### src/verilog/error_tracker_pkg.sv
package error_tracker_pkg;

    // ~~~~~~~~~~~~~~~~~~~~~~~~~~~~~~
    // Sizes
    // ~~~~~~~~~~~~~~~~~~~~~~~~~~~~~~

    localparam int LANES  = 16;                  // Receiver lanes.
    localparam int ERR_W  = 8;                   // Signed error estimate per lane.
    localparam int FLAG_W = 3;                   // Slicer decision flags per lane.
    localparam int WINDOW = 3;                   // Cycles kept per capture.
    localparam int ADDR_W = 4;                   // Capture memory address.
    localparam int DEPTH  = 1 << ADDR_W;         // Capture entries.
    localparam int CNT_W  = $clog2(LANES + 1);   // Holds 0 to LANES.

    // ~~~~~~~~~~~~~~~~~~~~~~~~~~~~~~
    // Vector types
    // ~~~~~~~~~~~~~~~~~~~~~~~~~~~~~~

    // One bit per lane, used for PRBS error flags and sliced bits.
    typedef logic [LANES-1:0] lane_vec_t;

    // Lane n sits in bits [n*ERR_W +: ERR_W], two's complement.
    typedef logic [LANES*ERR_W-1:0] err_vec_t;

    // Lane n sits in bits [n*FLAG_W +: FLAG_W].
    typedef logic [LANES*FLAG_W-1:0] flag_vec_t;

    typedef logic [CNT_W-1:0] lane_cnt_t;        // Flagged lane count.

    typedef logic [ADDR_W-1:0] cap_addr_t;       // Capture entry index.

    // Window slot, 0 is the oldest cycle and 2 the trigger cycle.
    // Slot 3 reads back as zero.
    typedef logic [1:0] slot_t;

    // Trigger fires when the flagged lane count is above this value.
    typedef logic [1:0] mode_t;

endpackage : error_tracker_pkg

### src/verilog/trigger_detector.sv
`timescale 1ns/1ps

module trigger_detector import error_tracker_pkg::*; (
    input  logic      clk,
    input  logic      rstb,
    input  lane_vec_t prbs_flags_i,
    input  mode_t     mode_i,
    output logic      trig_o,
    output lane_cnt_t trig_count_o
);

    lane_cnt_t ones;                             // Flagged lanes this cycle.
    logic      hit;                              // Count above threshold.

    // ~~~~~~~~~~~~~~~~~~~~~~~~~~~~~~
    // Population count
    // ~~~~~~~~~~~~~~~~~~~~~~~~~~~~~~

    always_comb begin
        ones = '0;
        for (int i = 0; i < LANES; i++) begin
            ones = ones + lane_cnt_t'(prbs_flags_i[i]);
        end
    end

    // Mode 0 fires on a single lane, mode 3 needs four or more.
    assign hit = (ones > lane_cnt_t'(mode_i));

    // ~~~~~~~~~~~~~~~~~~~~~~~~~~~~~~
    // Output registers
    // ~~~~~~~~~~~~~~~~~~~~~~~~~~~~~~

    // Registered on the same edge the history takes the lane words,
    // so trig_o lines up with window slot 2.
    always_ff @(posedge clk or negedge rstb) begin
        if (!rstb) begin
            trig_o       <= 1'b0;
            trig_count_o <= '0;
        end else begin
            trig_o       <= hit;
            trig_count_o <= ones;
        end
    end

    // ~~~~~~~~~~~~~~~~~~~~~~~~~~~~~~
    // Checks
    // ~~~~~~~~~~~~~~~~~~~~~~~~~~~~~~

    a_count_range : assert property (
        @(posedge clk) disable iff (!rstb)
        trig_count_o <= lane_cnt_t'(LANES)
    ) else $error("trigger count above lane number");

endmodule : trigger_detector

### config.mk
export PLATFORM = sky130hd
export DESIGN_NAME = trigger_detector
export DESIGN_NICKNAME = d
export VERILOG_FILES = /design/src/verilog/error_tracker_pkg.sv /design/src/verilog/trigger_detector.sv
export SDC_FILE = /design/constraint.sdc
export NUM_CORES = 1
export LEC_CHECK = 0
export BUFFER_PORTS_ARGS = -buffer_cell sky130_fd_sc_hd__buf_4
export CORE_MARGIN = 1.5
export CORE_UTILIZATION = 40
export DETAILED_ROUTE_END_ITERATION = 7
export PLACE_DENSITY = 0.7
export SYNTH_ARGS = -nofsm -noshare
export SYNTH_HDL_FRONTEND = slang
export SYNTH_SLANG_ARGS = --single-unit
### constraint.sdc
create_clock -name clk -period 1.06 [get_ports clk]
set_input_delay 0.106 -clock clk [delete_from_list [all_inputs] [get_ports clk]]
set_output_delay 0.106 -clock clk [all_outputs]
set_load 0.05 [all_outputs]
# ---- After elaboration in Yosys (flattened, before gate mapping)
# Index checks and enable logic that the tools add are counted.
dict set report totals {
  register_bits 6
  inputBits 20
  output_inout_bits 6
  elab_cells 18
}
dict set report op_classes {
  addsub 15
  magnitude_cmp 1
}
# operator n
set op_table {}
lappend op_table {{$add 5x1->5} 11}
lappend op_table {{$add 4x1->5} 1}
lappend op_table {{$gt 5x2->1} 1}
lappend op_table {{$add 3x1->4} 1}
lappend op_table {{$add 2x1->3} 1}
lappend op_table {{$add 1x1->2} 1}

# ---- Depth between registers and ports, before layout
dict set report logic_depth {
  word_depth 16
  ltp_mapped 12
  depth_no_buf 12
}

# ---- Worst setup path before layout
# No wires, ideal clock.
dict set report synth_timing {
  path_kind {input -> register}
  from {input port prbs_flags_i[0]}
  to {register trig_o}
  setup_time_ns 0.140
  t_arrival_ns 3.421
  required_ns 0.920
  slack_ns -2.501
  path_stages 12
  n_path_buf 0
  path_cell_list {fa_1 -> inv_1 -> fa_1 -> fa_1 -> fa_1 -> inv_1 -> ha_1 -> fa_1 -> ha_1 -> nor2b_1 -> o21ai_0 -> o2111ai_1}
}
dict set report synth_between {
  elab_chain_len 16
}
# item line_no
set synth_lines {}
lappend synth_lines {{from (decl)} trigger_detector.sv:6} ;# input lane_vec_t prbs_flags_i,
lappend synth_lines {{$add 1x1->2} trigger_detector.sv:22} ;# ones = ones + lane_cnt_t'(prbs_flags_i[i]);
lappend synth_lines {{$add 2x1->3} trigger_detector.sv:22}
lappend synth_lines {{$add 3x1->4} trigger_detector.sv:22}
lappend synth_lines {{$add 4x1->5} trigger_detector.sv:22}
lappend synth_lines {{$add 5x1->5 (11 in a row)} trigger_detector.sv:22}
lappend synth_lines {{net ones[1]} trigger_detector.sv:12} ;# lane_cnt_t ones;
lappend synth_lines {{$gt 5x2->1} trigger_detector.sv:27} ;# assign hit = (ones > lane_cnt_t'(mode_i));
lappend synth_lines {{net hit} trigger_detector.sv:13} ;# logic hit;
lappend synth_lines {{to (signal assigned)} trigger_detector.sv:40} ;# trig_o <= hit;
lappend synth_lines {{to (decl)} trigger_detector.sv:8} ;# output logic trig_o,
# The timed path passes the listed nets, and every way through them passes these cells.

# ---- Worst setup path after layout
dict set report layout_timing {
  from {input port prbs_flags_i[9]}
  to {register trig_o}
}
dict set report layout_between {
  elab_chain_len 8
}
# item line_no
set layout_lines {}
lappend layout_lines {{$add 5x1->5 (7 in a row)} trigger_detector.sv:22}
lappend layout_lines {{net ones[1]} trigger_detector.sv:12}
lappend layout_lines {{$gt 5x2->1} trigger_detector.sv:27}
lappend layout_lines {{net hit} trigger_detector.sv:13}
# The timed path passes the listed nets, and every way through them passes these cells.

==> impl_metrics.env <==
export IMPL_wl_um=1090
export IMPL_power_density_nw_per_um2=2960
export IMPL_vias=474
export IMPL_max_vdd_ir_drop_mv=1.67
export IMPL_cts_reportedPaths_clkPinSlew_ns=0.04
export IMPL_numCtsBuffers=3
export IMPL_ant_nets=0
export IMPL_final_net_count=128
export IMPL_status="finished with violations"
export IMPL_fin_crit_ns=3.50
export IMPL_violations="negative setup slack"
export IMPL_ys_top_cells_by_area="fa_1 (34%), dfrtp_1 (26%), ha_1 (15%)"
export IMPL_crit_type="input pin to flop"
export IMPL_grt_max_degree=7
export IMPL_setup_viol=6
export IMPL_ys_warn_count=0
export IMPL_hp_class="input pin to flop"
export IMPL_grt_overflow_total=0
export IMPL_routabilityCongestion=0.724
export IMPL_drv_cap=0
export IMPL_drt_wirelength_per_cell_um=10.5
export IMPL_syn_nets=92
export IMPL_die_height_um=41.2
export IMPL_crit_slowest_cell="fa_2"
export IMPL_grt_pass1_vias=483
export IMPL_rsz0062_at_grt="true"
export IMPL_netlist_area_um2=583
export IMPL_synth_edf_count=0
export IMPL_synth_flop_cell="dfrtp_1"
export IMPL_utilization_pct=71.0
export IMPL_worstPathCellList="buf_6 -> fa_1 -> inv_2 -> fa_1 -> fa_1 -> fa_1 -> inv_2 -> ha_4 -> fa_2 -> ha_4 -> nor2b_4 -> o21ai_2 -> o2111ai_2"
export IMPL_yosysMostFrequentCell="inv_1"
export IMPL_io_buffers=25
export IMPL_timing_slew_headroom_pct=88.2
export IMPL_start_util_pct=43.7
export IMPL_critPathArrivalTime_ns=3.60
export IMPL_end_kind="flop"
export IMPL_dp_cells=99
export IMPL_cts_sinks=6
export IMPL_startpoint_type="input pin"
export IMPL_slowest_delay_ns=0.55
export IMPL_synthDistinctLibCells=14
export IMPL_die_w_um=41.2
export IMPL_drive_gt1_share_pct=55.1
export IMPL_finalWorstSetupSlack_ns=-2.44
export IMPL_synth_top_area_share_pct=34.3
export IMPL_avgSynthCellArea_um2=10.6
export IMPL_grt_pass1_wl_um=1760
export IMPL_p_leak_nw=0.510
export IMPL_cts_root_buf="clkbuf_4"
export IMPL_via_per_inst=4.56
export IMPL_slew_violations=0
export IMPL_max_freq_mhz=286
export IMPL_ys_seq_area_share_pct=25.8
export IMPL_hold_viol=0
export IMPL_drcViolationCount=0
export IMPL_area_growth_pct=62.4
export IMPL_cts_tree="built"
export IMPL_tightest_slew_ns=0.177
export IMPL_synthCells=55
export IMPL_cp_common_cell="fa_1"
export IMPL_synthArstFlopShare_pct=100
export IMPL_fin_cells=104
export IMPL_io_pin_count=26
export IMPL_drtIter0Drc=0
export IMPL_coreArea_um2=1330
export IMPL_placementRows=13
export IMPL_grt_usage_pct=16.2
export IMPL_cts_path_max_buffers=2
export IMPL_ys_seq_elements=6
export IMPL_dr_pass1_iters=1
export IMPL_cp_max_fo=2
export IMPL_design_die_area_um2=1700
export IMPL_yosys_area_top_type="fa_1"
export IMPL_hpwlAfterDp_um=940
export IMPL_antenna_found_initial=0
export IMPL_htree_levels=1
export IMPL_fin_crit_sh_pct=330
export IMPL_antenna_cells=0
export IMPL_synth_common_cells="inv_1 (20), fa_1 (10), ha_1 (7)"
export IMPL_worstPathRequired_ns=1.16
[final timing paths]
check,start,to,slack (ns),cells after the start
max,prbs_flags_i[9],trig_o,-2.44,13
min,prbs_flags_i[2],trig_count_o[0],0.11,2
max in group asynchronous,rstb,trig_o,0.73,2
min in group asynchronous,rstb,trig_count_o[2],0.22,2
[state kept, by name (all words and copies together) (netlist names)]
signal and cells:
trig_o 1, trig_count_o 5
[critical path: cells and delay by family]
family,cells,cell delay [ns]
AOI/OAI and AO/OA,2,0.24
buffers and inverters,3,0.18
adders and majority gates,7,2.95
and+or+nand+nor,1,0.12
[metrics by stage]
stage	instance area, um^2	setup WS, ns	hold slack [ns]	setup TNS (ns)	total power, mW
2_1_floorplan	606	-2.46	-0.190	-11.36	1.65
4_1_cts	888	-2.43	0.111	-11.15	2.43
3_5_place_dp	842	-2.70	-0.0857	-12.75	2.20
5_1_grt	947	-2.55	0.104	-11.86	3.08
3_3_place_gp	842	-2.69	-0.0878	-12.64	2.16
6_report	947	-2.44	0.107	-11.34	2.80
[cell type report]
class	instances	area (um^2)
Inverter	20	75.1
Multi-Input combinational cell	29	430
Tap cell	15	18.8
Fill cell	111	387
Sequential cell	6	150
Timing Repair Buffer	31	250
Clock buffer	3	22.5
[per-layer routing]
layer / global-route usage (%) / part of all wire (%) / up-vias
li1: - / - / 229
met1: 17.8 / 37 / 229
met2: 29.3 / 56 / 14
met3: 3.26 / 5.6 / 2
met4: 7.26 / 1.2 / 0
met5: 0 / 0 / -
[cells in the final DEF (no fill, tap or decap), drive strengths merged]
cell / count
a21o: 1
a21oi: 2
and3: 1
buf: 30
clkbuf: 3
dfrtp: 6
dlygate4sd3: 1
fa: 10
ha: 7
inv: 20
nand2: 2
nand3: 1
nor2: 1
nor2b: 1
o2111ai: 1
o21ai: 1
xnor2: 1
[logic make-up after synthesis]
family                   synth area share [%]
buffers and inverters                    12.9
AO/OA/AOI/OAI                            5.58
adder cells (fa/ha/maj)                  49.4
flip-flops                               25.8
XOR/XNOR                                 1.50
AND/OR/NAND/NOR                          4.94
[power by group]
| part | leakage (nW) | switching [mW] | internal [mW] | total, mW |
|---|---|---|---|---|
| clock | 0.0138 | 0.0738 | 0.127 | 0.201 |
| combinational | 0.425 | 1.16 | 1.08 | 2.23 |
| sequential | 0.0704 | 0.0243 | 0.340 | 0.364 |
| total | 0.510 | 1.25 | 1.55 | 2.80 |
[repair_timing]
| item | in CTS | in global routing |
|---|---|---|
| setup endpoints to repair | 6 | 6 |
| buffers inserted | 0 | 1 |
| hold buffers | 1 | 0 |
| gates resized for setup | 4 | 12 |
| pin swaps | 3 | 11 |
| endpoints found under the hold margin | 6 | 0 |
Note: power is estimated with default switching activity, not from simulation.
