File: config.mk
export PLATFORM = sky130hd
export DESIGN_NAME = sample_history
export DESIGN_NICKNAME = d
export VERILOG_FILES = /design/src/verilog/error_tracker_pkg.sv /design/src/verilog/sample_history.sv
export SDC_FILE = /design/constraint.sdc
export NUM_CORES = 1
export LEC_CHECK = 0
export BUFFER_PORTS_ARGS = -buffer_cell sky130_fd_sc_hd__buf_2
export CAP_MARGIN = 20
export CORE_AREA = 2 2 302 304
export DETAILED_ROUTE_END_ITERATION = 12
export DIE_AREA = 0 0 304 306
export PLACE_DENSITY = 0.41
export SLEW_MARGIN = 10
export SYNTH_ARGS = -nofsm -noshare
export SYNTH_HDL_FRONTEND = slang
export SYNTH_SLANG_ARGS = --single-unit
File: constraint.sdc
create_clock -name clk -period 1.1 [get_ports clk]
set_clock_uncertainty 0.05 [all_clocks]
set_input_delay 0.165 -clock clk [delete_from_list [all_inputs] [get_ports clk]]
set_output_delay 0.165 -clock clk [all_outputs]
set_load 0.005 [all_outputs]
File: src/verilog/error_tracker_pkg.sv
package error_tracker_pkg;

    // ~~~~~~~~~~~~~~~~~~~~~~~~~~~~~~
    // Sizes
    // ~~~~~~~~~~~~~~~~~~~~~~~~~~~~~~

    localparam int LANES  = 16;                  // Receiver lanes.
    localparam int ERR_W  = 8;                   // Signed error estimate per lane.
    localparam int FLAG_W = 3;                   // Slicer decision flags per lane.
    localparam int WINDOW = 3;                   // Cycles kept per capture.
    localparam int ADDR_W = 4;                   // Capture memory address.
    localparam int DEPTH  = 1 << ADDR_W;         // Capture entries.
    localparam int CNT_W  = $clog2(LANES + 1);   // Holds 0 to LANES.

    // ~~~~~~~~~~~~~~~~~~~~~~~~~~~~~~
    // Vector types
    // ~~~~~~~~~~~~~~~~~~~~~~~~~~~~~~

    // One bit per lane, used for PRBS error flags and sliced bits.
    typedef logic [LANES-1:0] lane_vec_t;

    // Lane n sits in bits [n*ERR_W +: ERR_W], two's complement.
    typedef logic [LANES*ERR_W-1:0] err_vec_t;

    // Lane n sits in bits [n*FLAG_W +: FLAG_W].
    typedef logic [LANES*FLAG_W-1:0] flag_vec_t;

    typedef logic [CNT_W-1:0] lane_cnt_t;        // Flagged lane count.

    typedef logic [ADDR_W-1:0] cap_addr_t;       // Capture entry index.

    // Window slot, 0 is the oldest cycle and 2 the trigger cycle.
    // Slot 3 reads back as zero.
    typedef logic [1:0] slot_t;

    // Trigger fires when the flagged lane count is above this value.
    typedef logic [1:0] mode_t;

endpackage : error_tracker_pkg

File: src/verilog/sample_history.sv
`timescale 1ns/1ps

module sample_history import error_tracker_pkg::*; (
    input  logic      clk,
    input  logic      rstb,
    input  lane_vec_t sliced_bits_i,
    input  err_vec_t  est_error_i,
    input  flag_vec_t sd_flags_i,
    output lane_vec_t win_bits_o  [WINDOW],
    output err_vec_t  win_err_o   [WINDOW],
    output flag_vec_t win_flags_o [WINDOW]
);

    // The window registers are the delay line itself.
    // Slot WINDOW-1 takes the new word, older words move toward slot 0.
    // After edge k the window holds cycles k-2, k-1 and k.

    // ~~~~~~~~~~~~~~~~~~~~~~~~~~~~~~
    // Sliced bits
    // ~~~~~~~~~~~~~~~~~~~~~~~~~~~~~~

    always_ff @(posedge clk or negedge rstb) begin
        if (!rstb) begin
            for (int s = 0; s < WINDOW; s++) begin
                win_bits_o[s] <= '0;
            end
        end else begin
            for (int s = 0; s < WINDOW - 1; s++) begin
                win_bits_o[s] <= win_bits_o[s+1];    // Age by one cycle.
            end
            win_bits_o[WINDOW-1] <= sliced_bits_i;   // Newest cycle.
        end
    end

    // ~~~~~~~~~~~~~~~~~~~~~~~~~~~~~~
    // Error estimates
    // ~~~~~~~~~~~~~~~~~~~~~~~~~~~~~~

    always_ff @(posedge clk or negedge rstb) begin
        if (!rstb) begin
            for (int s = 0; s < WINDOW; s++) begin
                win_err_o[s] <= '0;
            end
        end else begin
            for (int s = 0; s < WINDOW - 1; s++) begin
                win_err_o[s] <= win_err_o[s+1];
            end
            win_err_o[WINDOW-1] <= est_error_i;
        end
    end

    // ~~~~~~~~~~~~~~~~~~~~~~~~~~~~~~
    // Slicer flags
    // ~~~~~~~~~~~~~~~~~~~~~~~~~~~~~~

    always_ff @(posedge clk or negedge rstb) begin
        if (!rstb) begin
            for (int s = 0; s < WINDOW; s++) begin
                win_flags_o[s] <= '0;
            end
        end else begin
            for (int s = 0; s < WINDOW - 1; s++) begin
                win_flags_o[s] <= win_flags_o[s+1];
            end
            win_flags_o[WINDOW-1] <= sd_flags_i;
        end
    end

    // ~~~~~~~~~~~~~~~~~~~~~~~~~~~~~~
    // Checks
    // ~~~~~~~~~~~~~~~~~~~~~~~~~~~~~~

    // Oldest slot must be the newest word from two cycles back.
    a_window_age : assert property (
        @(posedge clk) disable iff (!rstb)
        ##2 (win_bits_o[0] == $past(sliced_bits_i, 3)) &&
            (win_err_o[0] == $past(est_error_i, 3))
    ) else $error("history window out of order");

endmodule : sample_history

* Word-level counts from Yosys, hierarchy flattened
Index checks and enable logic that the tools add are counted. Widths: inputs -> output; s select.
Word-level totals: bits of input ports 194, output and inout bits 576, logic and storage cells 9, register bits 576

* Logic depth before layout (Yosys ltp)
Gate-level depths: netlist of run 1.
word-level depth 0, mapped depth 0, gate-level depth less buffers 0

* Worst setup path before layout of run 1
No wires, ideal clock.
path type reg-to-output, start reg win_bits_o[0] (netlist name), end out win_bits_o[0] (netlist name), data required time 0.885 ns, stages on the path, launching flop included 1, arrival 0.360 ns, buffers on the path 0, slack 0.525 ns, cells stage by stage dfrtp_1
RTL lines:
- start: declaration | line sample_history.sv:9 | output lane_vec_t win_bits_o [WINDOW],
- start signal: indexed assignment | line sample_history.sv:29 | win_bits_o[s] <= win_bits_o[s+1];
- start signal: indexed assignment | line sample_history.sv:31 | win_bits_o[WINDOW-1] <= sliced_bits_i;
No word-level cell between the ends.

* Worst setup path in the final report of run 1
start reg win_err_o[45] (netlist name), end out win_err_o[45] (netlist name)
RTL lines:
- start: declaration | line sample_history.sv:10 | output err_vec_t win_err_o [WINDOW],
- start signal: indexed assignment | line sample_history.sv:46 | win_err_o[s] <= win_err_o[s+1];
- start signal: indexed assignment | line sample_history.sv:48 | win_err_o[WINDOW-1] <= est_error_i;
No word-level cell between the ends.

==> metrics.csv, run 1 <==
stage;metric;value;unit
final_layout;multi_input_cells;0;
detailed_routing;drt-total-wl;50800;um
detailed_routing;drtPass1Iterations;4;
pwr;power.leakage;12.7;nW
synth;synth_edf_count;0;
final_layout;layout-area-overhead-vs-synth;78.4;%
final_layout;multi_input_area;0;sq um
timing;timing.final.ws_setup;-326;ps
synth;synth.distinct_cells;1;
setup_path;cp_num_buf_inv;1;
setup_path;critPathTopFamily;flip-flops;
clock_tree;cts.sinks;576;
place;io_buffers;769;
final_layout;drive_gt1_share;58.2;%
final_layout;final_nets;2007;
setup_path;worstSetupStartpointType;register;
place;place_congestion;0.841;
synth;netlist_area;0.0144;sq mm
setup_path;critPathKind;reg -> out;
final_layout;fin_area;0.0257;sq mm
global_routing;grt-ovfl-total;0;
synth;yosys-top-cells-count;576 x dfrtp_1;
setup_path;cp_cell_sequence;buf_2;
pwr;finalPower;48.0;mW
synth;avgSynthCellArea;25.0;sq um
place;dpl-instance-area;0.0201;sq mm
clock_tree;tritoncts;built;
detailed_routing;wl_per_cell;16.7;um
synth;async_reset_ff_share;100;%
setup_path;slowest_delay;420;ps
synth;synthTopCellsByArea;dfrtp_1 100%;
timing;final.min_clock_period;1430;ps
floorplan;core;0.0896;sq mm
synth;yosysTopAreaCellShare;100;%
synth;ys_warn_count;0;
clock_tree;h-tree-depth;2;
detailed_routing;drtIter0Drc;495;
timing;setup_viol;576;
synth;synth_flop_cell;dfrtp_1;
clock_tree;root_buffer;clkbuf_16;
outcome;violations;negative setup slack;
synth;yosysMostFrequentCell;dfrtp_1;
place;post-place-cells;2562;
timing;hold_ws;64.1;ps
pwr;p_per_area;1870;mW/mm^2
synth;synth_nets;770;
synth;netlist_instances;576;
floorplan;initial_core_util;16.1;%
global_routing;grt_max_degree;57;
place;place_hpwl;38200;um
detailed_routing;vias_per_cell;3.23;
pwr;ir_worst_vdd;1.25;mV
outcome;status;finished, violations left;
global_routing;grt_pass1_vias;10935;
job;drv_cap;0;
timing;rsz0062_at_grt;true;
clock_tree;cts_buffers;61;
synth;yosysSeqAreaShare;100;%
timing;fmax;701;MHz
final_layout;n_antenna_cell;0;
global_routing;grt_pass1_wl;73400;um
setup_path;crit_path_end_kind;primary output;
synth;yosysTopAreaCell;dfrtp_1;
setup_path;cp_max_fo;2;
timing;tightest_slew;347;ps
detailed_routing;ant_nets;0;
global_routing;grt_use_total;10.6;%
detailed_routing;num_vias;9832;
timing;slew_violations;0;
global_routing;antenna_found_initial;8;
floorplan;die_area;0.0930;sq mm
timing;hold_violations;0;
floorplan;die_h;306;um
timing;period_share;130;%
timing;relSlewSlack;76.9;%
floorplan;rows;110;
detailed_routing;route.detailed.drc;0;
setup_path;cp_slowest_cell;dfrtp_1;
final_layout;final_cells;3040;
clock_tree;clkTransAtPathRegs;60;ps
clock_tree;clockBufferDepth;3;
synth;ys_ff_latch;576;
min_path;hp-class;in -> async;
setup_path;required;880;ps
clock_tree;clk_latency;640;ps
setup_path;crit_arrival;1210;ps
floorplan;io_pins;770;
floorplan;die_width;304;um
[worst paths after layout]
| path | startpoint | depth (start not counted) | slack [ps] | end |
|---|---|---|---|---|
| max | win_err_o[45] | 1 | -330 | win_err_o[45] |
| min | rstb | 3 | 60 | win_err_o[21] |
| max reg2reg | win_bits_o[27] | 3 | 190 | win_bits_o[43] |
| min reg2reg | win_err_o[17] | 0 | 310 | win_err_o[145] |
| max in group asynchronous | rstb | 3 | 310 | win_err_o[175] |
| min in group clk | sd_flags_i[36] | 2 | 120 | win_flags_o[36] |
[logic make-up (layout without fill, tap and decap cells)]
group	count (synthesis)	count (layout)	synth area share [%]
buffers and inverters	0	1288	0
DFF	576	576	100
[where the power goes]
part | leakage (nW) | total (mW) | internal (mW) | switching, mW
combinational | 4.95 | 3.55 | 1.96 | 1.59
sequential | 6.71 | 22.8 | 22.3 | 0.508
clock | 1.04 | 21.7 | 13.2 | 8.46
total | 12.7 | 48.0 | 37.5 | 10.5
[routing by layer]
| metal | vias to the layer above | share of wire [%] | global-route usage (%) |
|---|---|---|---|
| met3 | 86 | 6.9 | 3.12 |
| met5 | - | 0.043 | 0 |
| met2 | 421 | 53 | 19.1 |
| li1 | 4313 | - | - |
| met4 | 4 | 2.7 | 4.05 |
| met1 | 5008 | 37 | 11.9 |
[worst reg2reg max path, cell delays in order (launching register included)]
cell	delay [ps]
dfrtp_1	380
buf_4	130
buf_4	120
buf_4	130
[cell usage in the layout (no fill, tap or decap), types with 5 or more instances in the layout]
master | synthesis | final
buf_6 | 0 | 31
clkbuf_1 | 0 | 14
buf_2 | 0 | 737
dlygate4sd3_1 | 0 | 194
buf_4 | 0 | 204
clkinv_2 | 0 | 6
clkbuf_16 | 0 | 61
clkinvlp_4 | 0 | 5
buf_12 | 0 | 7
dfrtp_2 | 0 | 5
clkbuf_8 | 0 | 13
bufinv_16 | 0 | 9
dfrtp_1 | 576 | 571
[per-stage QoR]
| step | TNS, ps | util [%] | setup WS [ps] |
|---|---|---|---|
| after detailed placement | 0 | 22.5 | 232 |
| after global placement | 0 | 22.5 | 201 |
| after floorplan | 0 | - | 525 |
| after CTS | -189110 | 28.3 | -425 |
| after global routing | -186410 | 28.7 | -402 |
| final | -143440 | 28.7 | -326 |
[sequential cells by signal (all words and copies together), names as in the netlist]
name / count
win_err_o: 384
win_bits_o: 48
win_flags_o: 144
[repair_timing]
item,4_1_cts,5_1_grt
gates cloned,0,0
setup endpoints to repair,576,576
gates resized for setup,37,8
pin swaps,0,0
hold buffers,194,0
buffers inserted,124,46
hold endpoints to repair,768,0
[cell type report]
class	count	area (sq um)
Sequential cell	576	14400
Tap cell	1176	1470
Fill cell	9070	63900
Timing Repair Buffer	1174	7670
Clock buffer	88	1760
Clock inverter	26	405
Power figures use the tool's default switching activity.
==> run 2: changes to the inputs <==
ABC_CLOCK_PERIOD_IN_PS = 1100   (was not set)
SKIP_CTS_REPAIR_TIMING = 1   (was not set)
==> run 2 against run 1 <==
  * The run still ends with negative setup slack left
  * Sequential cell count unchanged
  * Final area down 2.6%
  * Wire length down 1.1%
  * Utilization down 0.74 points
  * Critical path depth unchanged
  * Combinational power down 6.8%
  * Global-route usage down 0.53 points
  * Sequential share of layout area up 1.5 points
  * Fmax down 0.36%
==> metrics.csv, run 2 (same netlist as run 1, synthesis figures left out) <==
stage;metric;value;unit;change
outcome;status;finished, violations left;;
outcome;violations;negative setup slack;;
pwr;switching_power;10.5;mW;-0.31%
pwr;p_int;37.3;mW;-0.52%
setup_path;slowest_delay;430;ps;about the same
detailed_routing;drtIter0Drc;460;;-7.1%
place;place_congestion;0.841;;unchanged
floorplan;die_area;0.0930;sq mm;unchanged
global_routing;grt_pass1_vias;9401;;-14%
timing;slew_violations;0;;unchanged
setup_path;cp_cell_sequence;buf_2;;
pwr;power.leakage;12.3;nW;-3.2%
global_routing;grt_pass1_wl;68600;um;-6.6%
setup_path;critPathTopFamily;flip-flops;;
setup_path;critPathKind;reg -> out;;
global_routing;grt-ovfl-total;0;;unchanged
clock_tree;cts.sinks;576;;unchanged
setup_path;cp_slowest_cell;dfrtp_1;;
timing;setup_viol;576;;unchanged
pwr;p_per_area;1910;mW/mm^2;+2.2%
place;io_buffers;769;;unchanged
pwr;power_frac_comb;6.9;%;-0.5 points
final_layout;multi_input_cells;0;;unchanged
detailed_routing;num_vias;9497;;-3.4%
setup_path;crit_arrival;1220;ps;about the same
final_layout;top_register;win_err_o;;
floorplan;rows;110;;unchanged
final_layout;biggestRegsByFlops;win_err_o x384, win_flags_o x144, win_bits_o x48;;
place;dpl-instance-area;0.0201;sq mm;unchanged
floorplan;die_width;304;um;unchanged
final_layout;final_common_cell;buf_2;;
setup_path;required;880;ps;about the same
clock_tree;cts_buffers;61;;unchanged
timing;hold_violations;0;;unchanged
setup_path;cp_num_buf_inv;1;;unchanged
timing;period_share;130;%;+0.46 points
timing;timing.final.ws_setup;-331;ps;-5.11 ps
final_layout;fin_area;0.0251;sq mm;-2.6%
detailed_routing;drt-total-wl;50300;um;-1.1%
floorplan;initial_core_util;16.1;%;unchanged
final_layout;layout-area-overhead-vs-synth;73.8;%;
clock_tree;clk_latency;640;ps;about the same
pwr;switching_share;22.0;%;+0.036 points
setup_path;cp_max_fo;2;;unchanged
timing;tns;-144080;ps;-634 ps
setup_path;crit_path_end_kind;primary output;;
floorplan;die_h;306;um;unchanged
timing;final.min_clock_period;1430;ps;+5.11 ps
min_path;hp-class;in -> async;;
global_routing;antenna_found_initial;8;;unchanged
timing;relSlewSlack;77.3;%;+0.48 points
place;post-place-cells;2562;;unchanged
timing;tightest_slew;340;ps;-7.20 ps
detailed_routing;wl_per_cell;17.0;um;+1.7%
timing;rsz0062_at_grt;true;;
final_layout;final_cells;2956;;-2.8%
final_layout;mostFrequentLayoutCells;742 x buf_2, 573 x dfrtp_1, 194 x dlygate4sd3_1;;
pwr;power_frac_seq;47.7;%;+0.2 points
clock_tree;tritoncts;built;;
global_routing;grt_use_total;10.1;%;-0.53 points
detailed_routing;drtPass1Iterations;4;;unchanged
detailed_routing;route.detailed.drc;0;;unchanged
clock_tree;clkTransAtPathRegs;70;ps;about the same
detailed_routing;vias_per_cell;3.21;;-0.66%
global_routing;grt_max_degree;57;;unchanged
floorplan;io_pins;770;;unchanged
final_layout;fillCellCount;9115;;+0.50%
detailed_routing;ant_nets;0;;unchanged
pwr;clockPowerShare;45.4;%;+0.2 points
final_layout;postLayoutCoreUtil;28.0;%;-0.74 points
clock_tree;root_buffer;clkbuf_16;;
final_layout;multi_input_area;0;sq um;unchanged
job;drv_cap;0;;unchanged
final_layout;n_antenna_cell;0;;unchanged
setup_path;worstSetupStartpointType;register;;
final_layout;final_nets;1923;;-4.2%
floorplan;core;0.0896;sq mm;unchanged
clock_tree;h-tree-depth;2;;unchanged
final_layout;drive_gt1_share;56.1;%;-2.1 points
clock_tree;clockBufferDepth;3;;unchanged
pwr;ir_worst_vdd;1.25;mV;+0.22%
timing;fmax;699;MHz;-0.36%
final_layout;largest_reg_flops;384;;unchanged
place;place_hpwl;38200;um;unchanged
-- run 2: through the flow --
stage / setup WS (ps) / power (mW) / hold slack, ps
finish: -331 / 47.8 / 55.5
global route: -401 / 49.8 / 41.6
floorplan: 525 / 23.2 / -181
detailed placement: 232 / 25.7 / -90.4
CTS: -485 / 47.8 / -810
global placement: 201 / 25.7 / -89.5
-- run 2: layer usage --
metal	part of all wire, %	GRT usage (%)
met5	0.078	0
met4	2.5	3.92
met3	7.3	3.75
met2	53	17.8
met1	37	11.0
-- run 2: final cells by class --
type                  instances  area [sq um]  area share [%]
sequential                  576         14400            57.5
timing repair buffer       1090          7000            28.0
clock buffer                 88          1760            7.02
tap                        1176          1470            5.87
clock inverter               26           405            1.62
-- run 2: power by group through the flow --
stage	logic (mW)	registers [mW]	clock network, mW
after global placement	2.53	23.2	0
after detailed placement	2.51	23.2	0
after floorplan	0	23.2	0
after CTS	2.52	22.8	22.5
final	3.31	22.8	21.7
after global routing	3.60	22.9	23.3
-- run 2: path summary, 6_finish.rpt --
| path | startpoint | to | slack, ps | cells past startpoint |
|---|---|---|---|---|
| worst max-delay path | win_err_o[243] | win_err_o[243] | -330 | 1 |
| min in group clk | sd_flags_i[17] | win_flags_o[17] | 120 | 2 |
| max in group asynchronous | rstb | win_err_o[175] | 320 | 3 |
| worst min-delay path | rstb | win_err_o[21] | 60 | 3 |
| worst min register to register | win_err_o[17] | win_err_o[145] | 310 | 0 |
| worst max register to register | win_flags_o[93] | win_flags_o[141] | 240 | 2 |
==> run 3: changes to the inputs <==
PLACE_DENSITY = 0.36   (was 0.41)
SKIP_CTS_REPAIR_TIMING = not set   (was 1)
==> run 3 against run 2 <==
  * The run still ends with negative setup slack left
  * Critical endpoint is now win_err_o[165]
  * Sequential power hardly changed
  * Highest routed layer unchanged
  * Utilization rose by 0.84 points
  * Clock-buffer cell count is 8 higher
  * Largest cell class unchanged
  * Sequential cell count stayed put
==> metrics.csv, run 3 (same netlist as run 1, synthesis figures left out) <==
stage;metric;value;unit;change
clock_tree;cts.sinks;576;;unchanged
setup_path;crit_arrival;1180;ps;-40 ps
clock_tree;h-tree-depth;3;;+1
floorplan;rows;110;;unchanged
timing;fmax;715;MHz;+2.3%
global_routing;grt_pass1_wl;71800;um;+4.7%
final_layout;biggestRegsByFlops;win_err_o x384, win_flags_o x144, win_bits_o x48;;
clock_tree;root_buffer;clkbuf_16;;
timing;period_share;127;%;-2.9 points
place;place_hpwl;37300;um;-2.3%
clock_tree;cts_buffers;67;;+9.8%
setup_path;critPathKind;reg -> out;;
setup_path;cp_num_buf_inv;1;;unchanged
place;io_buffers;769;;unchanged
pwr;power.leakage;12.7;nW;+3.2%
setup_path;crit_path_end_kind;primary output;;
setup_path;r2r_slack;260;ps;+20 ps
detailed_routing;ant_nets;0;;unchanged
final_layout;layout-area-overhead-vs-synth;79.0;%;
final_layout;drive_gt1_share;57.8;%;+1.7 points
place;dpl_worst_slack;42.3;ps;-190 ps
detailed_routing;drtIter0Drc;303;;-34%
min_path;hp-class;in -> async;;
timing;relSlewSlack;80.1;%;+2.7 points
global_routing;antenna_found_initial;4;;-4
final_layout;largest_reg_flops;384;;unchanged
pwr;ir_worst_vdd;1.35;mV;+7.9%
clock_tree;clockBufferDepth;3;;unchanged
setup_path;worstSetupStartpointType;register;;
floorplan;initial_core_util;16.1;%;unchanged
detailed_routing;vias_per_cell;3.21;;-0.17%
timing;slew_violations;0;;unchanged
floorplan;die_width;304;um;unchanged
outcome;violations;negative setup slack;;
detailed_routing;num_vias;9632;;+1.4%
floorplan;die_area;0.0930;sq mm;unchanged
timing;tightest_slew;299;ps;-40.7 ps
global_routing;grt-ovfl-total;0;;unchanged
final_layout;final_common_cell;buf_2;;
detailed_routing;route.detailed.drc;0;;unchanged
setup_path;cp_slowest_cell;dfrtp_2;;
setup_path;r2r_cells;2;;unchanged
setup_path;r2r_start;win_err_o[132];;
timing;setup_viol;576;;unchanged
clock_tree;clkTransAtPathRegs;60;ps;about the same
final_layout;fillCellCount;9095;;-0.22%
outcome;status;finished, violations left;;
final_layout;top_register;win_err_o;;
setup_path;slowest_delay;450;ps;+20 ps
timing;hold_ws;71.9;ps;+16.4 ps
timing;rsz0062_at_grt;true;;
floorplan;io_pins;770;;unchanged
detailed_routing;drt-total-wl;49600;um;-1.4%
setup_path;cp_max_fo;2;;unchanged
global_routing;grt_pass1_vias;10932;;+16%
timing;timing.final.ws_setup;-299;ps;+31.8 ps
final_layout;multi_input_cells;0;;unchanged
floorplan;core;0.0896;sq mm;unchanged
setup_path;critPathTopFamily;flip-flops;;
setup_path;required;880;ps;about the same
clock_tree;clk_latency;600;ps;-40 ps
clock_tree;tritoncts;built;;
final_layout;multi_input_area;0;sq um;unchanged
floorplan;die_h;306;um;unchanged
final_layout;mostFrequentLayoutCells;709 x buf_2, 569 x dfrtp_1, 193 x dlygate4sd3_1;;
timing;final.min_clock_period;1400;ps;-31.8 ps
pwr;p_per_area;1910;mW/mm^2;+0.28%
job;drv_cap;0;;unchanged
final_layout;final_nets;1970;;+2.4%
global_routing;grt_max_degree;51;;-11%
detailed_routing;drtPass1Iterations;4;;unchanged
detailed_routing;wl_per_cell;16.5;um;-3.0%
setup_path;cp_cell_sequence;buf_6;;
global_routing;grt_use_total;10.5;%;+0.35 points
setup_path;r2r_end;win_err_o[260];;
timing;hold_violations;0;;unchanged
place;place_congestion;0.820;;-2.5%
## run 3: cell count changes in the layout (fill, tap and decap cells not counted), sizes merged
| cell | before | now |
|---|---|---|
| buf | 896 | 938 |
| bufinv | 9 | 7 |
| clkbuf | 88 | 96 |
| clkinv | 10 | 8 |
| clkinvlp | 5 | 1 |
| diode | 0 | 2 |
| dlygate4sd3 | 194 | 193 |
| inv | 2 | 6 |
## run 3: timing repair
| item | 4_1_cts | 5_1_grt |
|---|---|---|
| resized for setup | 58 | 15 |
| gates cloned | 0 | 0 |
| setup endpoints to repair | 576 | 576 |
| buffers inserted | 107 | 34 |
| hold buffers | 193 | 0 |
| hold endpoints to repair | 768 | 0 |
## run 3: routing by layer
| metal | global-route usage, % | vias to the layer above | share of wire (%) |
|---|---|---|---|
| li1 | - | 4237 | - |
| met1 | 11.0 | 4871 | 36 |
| met2 | 18.9 | 417 | 54 |
| met3 | 3.56 | 103 | 6.9 |
| met4 | 4.45 | 4 | 3.6 |
| met5 | 0 | - | 0.061 |
## run 3: how the worst max path moves through the flow
stage / from / to / slack, ps / cells past startpoint
2_1_floorplan: win_bits_o[0] / win_bits_o[0] / 530 / 0
3_3_place_gp: win_err_o[111] / win_err_o[111] / 30 / 1
3_5_place_dp: win_err_o[111] / win_err_o[111] / 40 / 1
4_1_cts: win_err_o[165] / win_err_o[165] / -400 / 1
5_1_grt: win_err_o[260] / win_err_o[260] / -380 / 1
6_report: win_err_o[165] / win_err_o[165] / -300 / 1
## run 3: area by class of cell
cell class            instances  area, sq um  share of cell area (%)
clock inverter               22          310                    1.20
tap                        1176         1470                    5.70
clock buffer                 96         2020                    7.82
antenna                       2         5.00                  0.0194
timing repair buffer       1131         7580                    29.4
sequential                  576        14400                    55.9
## run 3: per-stage QoR
step                      power, mW  cells  area, sq um  utilization [%]  TNS [ps]
after floorplan                23.2    576        14400                -         0
after global placement         25.7   2550        20100             22.5         0
after detailed placement       25.7   2550        20100             22.5         0
after CTS                      50.2   2967        25500             28.4   -165300
after global routing           51.6   3002        25800             28.8   -169340
final                          49.3   3003        25800             28.8   -121860
## run 3: where the power goes
group,switching (mW),leakage (nW),internal [mW]
clock,8.65,1.15,14.4
combinational,1.55,4.83,1.95
sequential,0.508,6.70,22.3
total,10.7,12.7,38.6
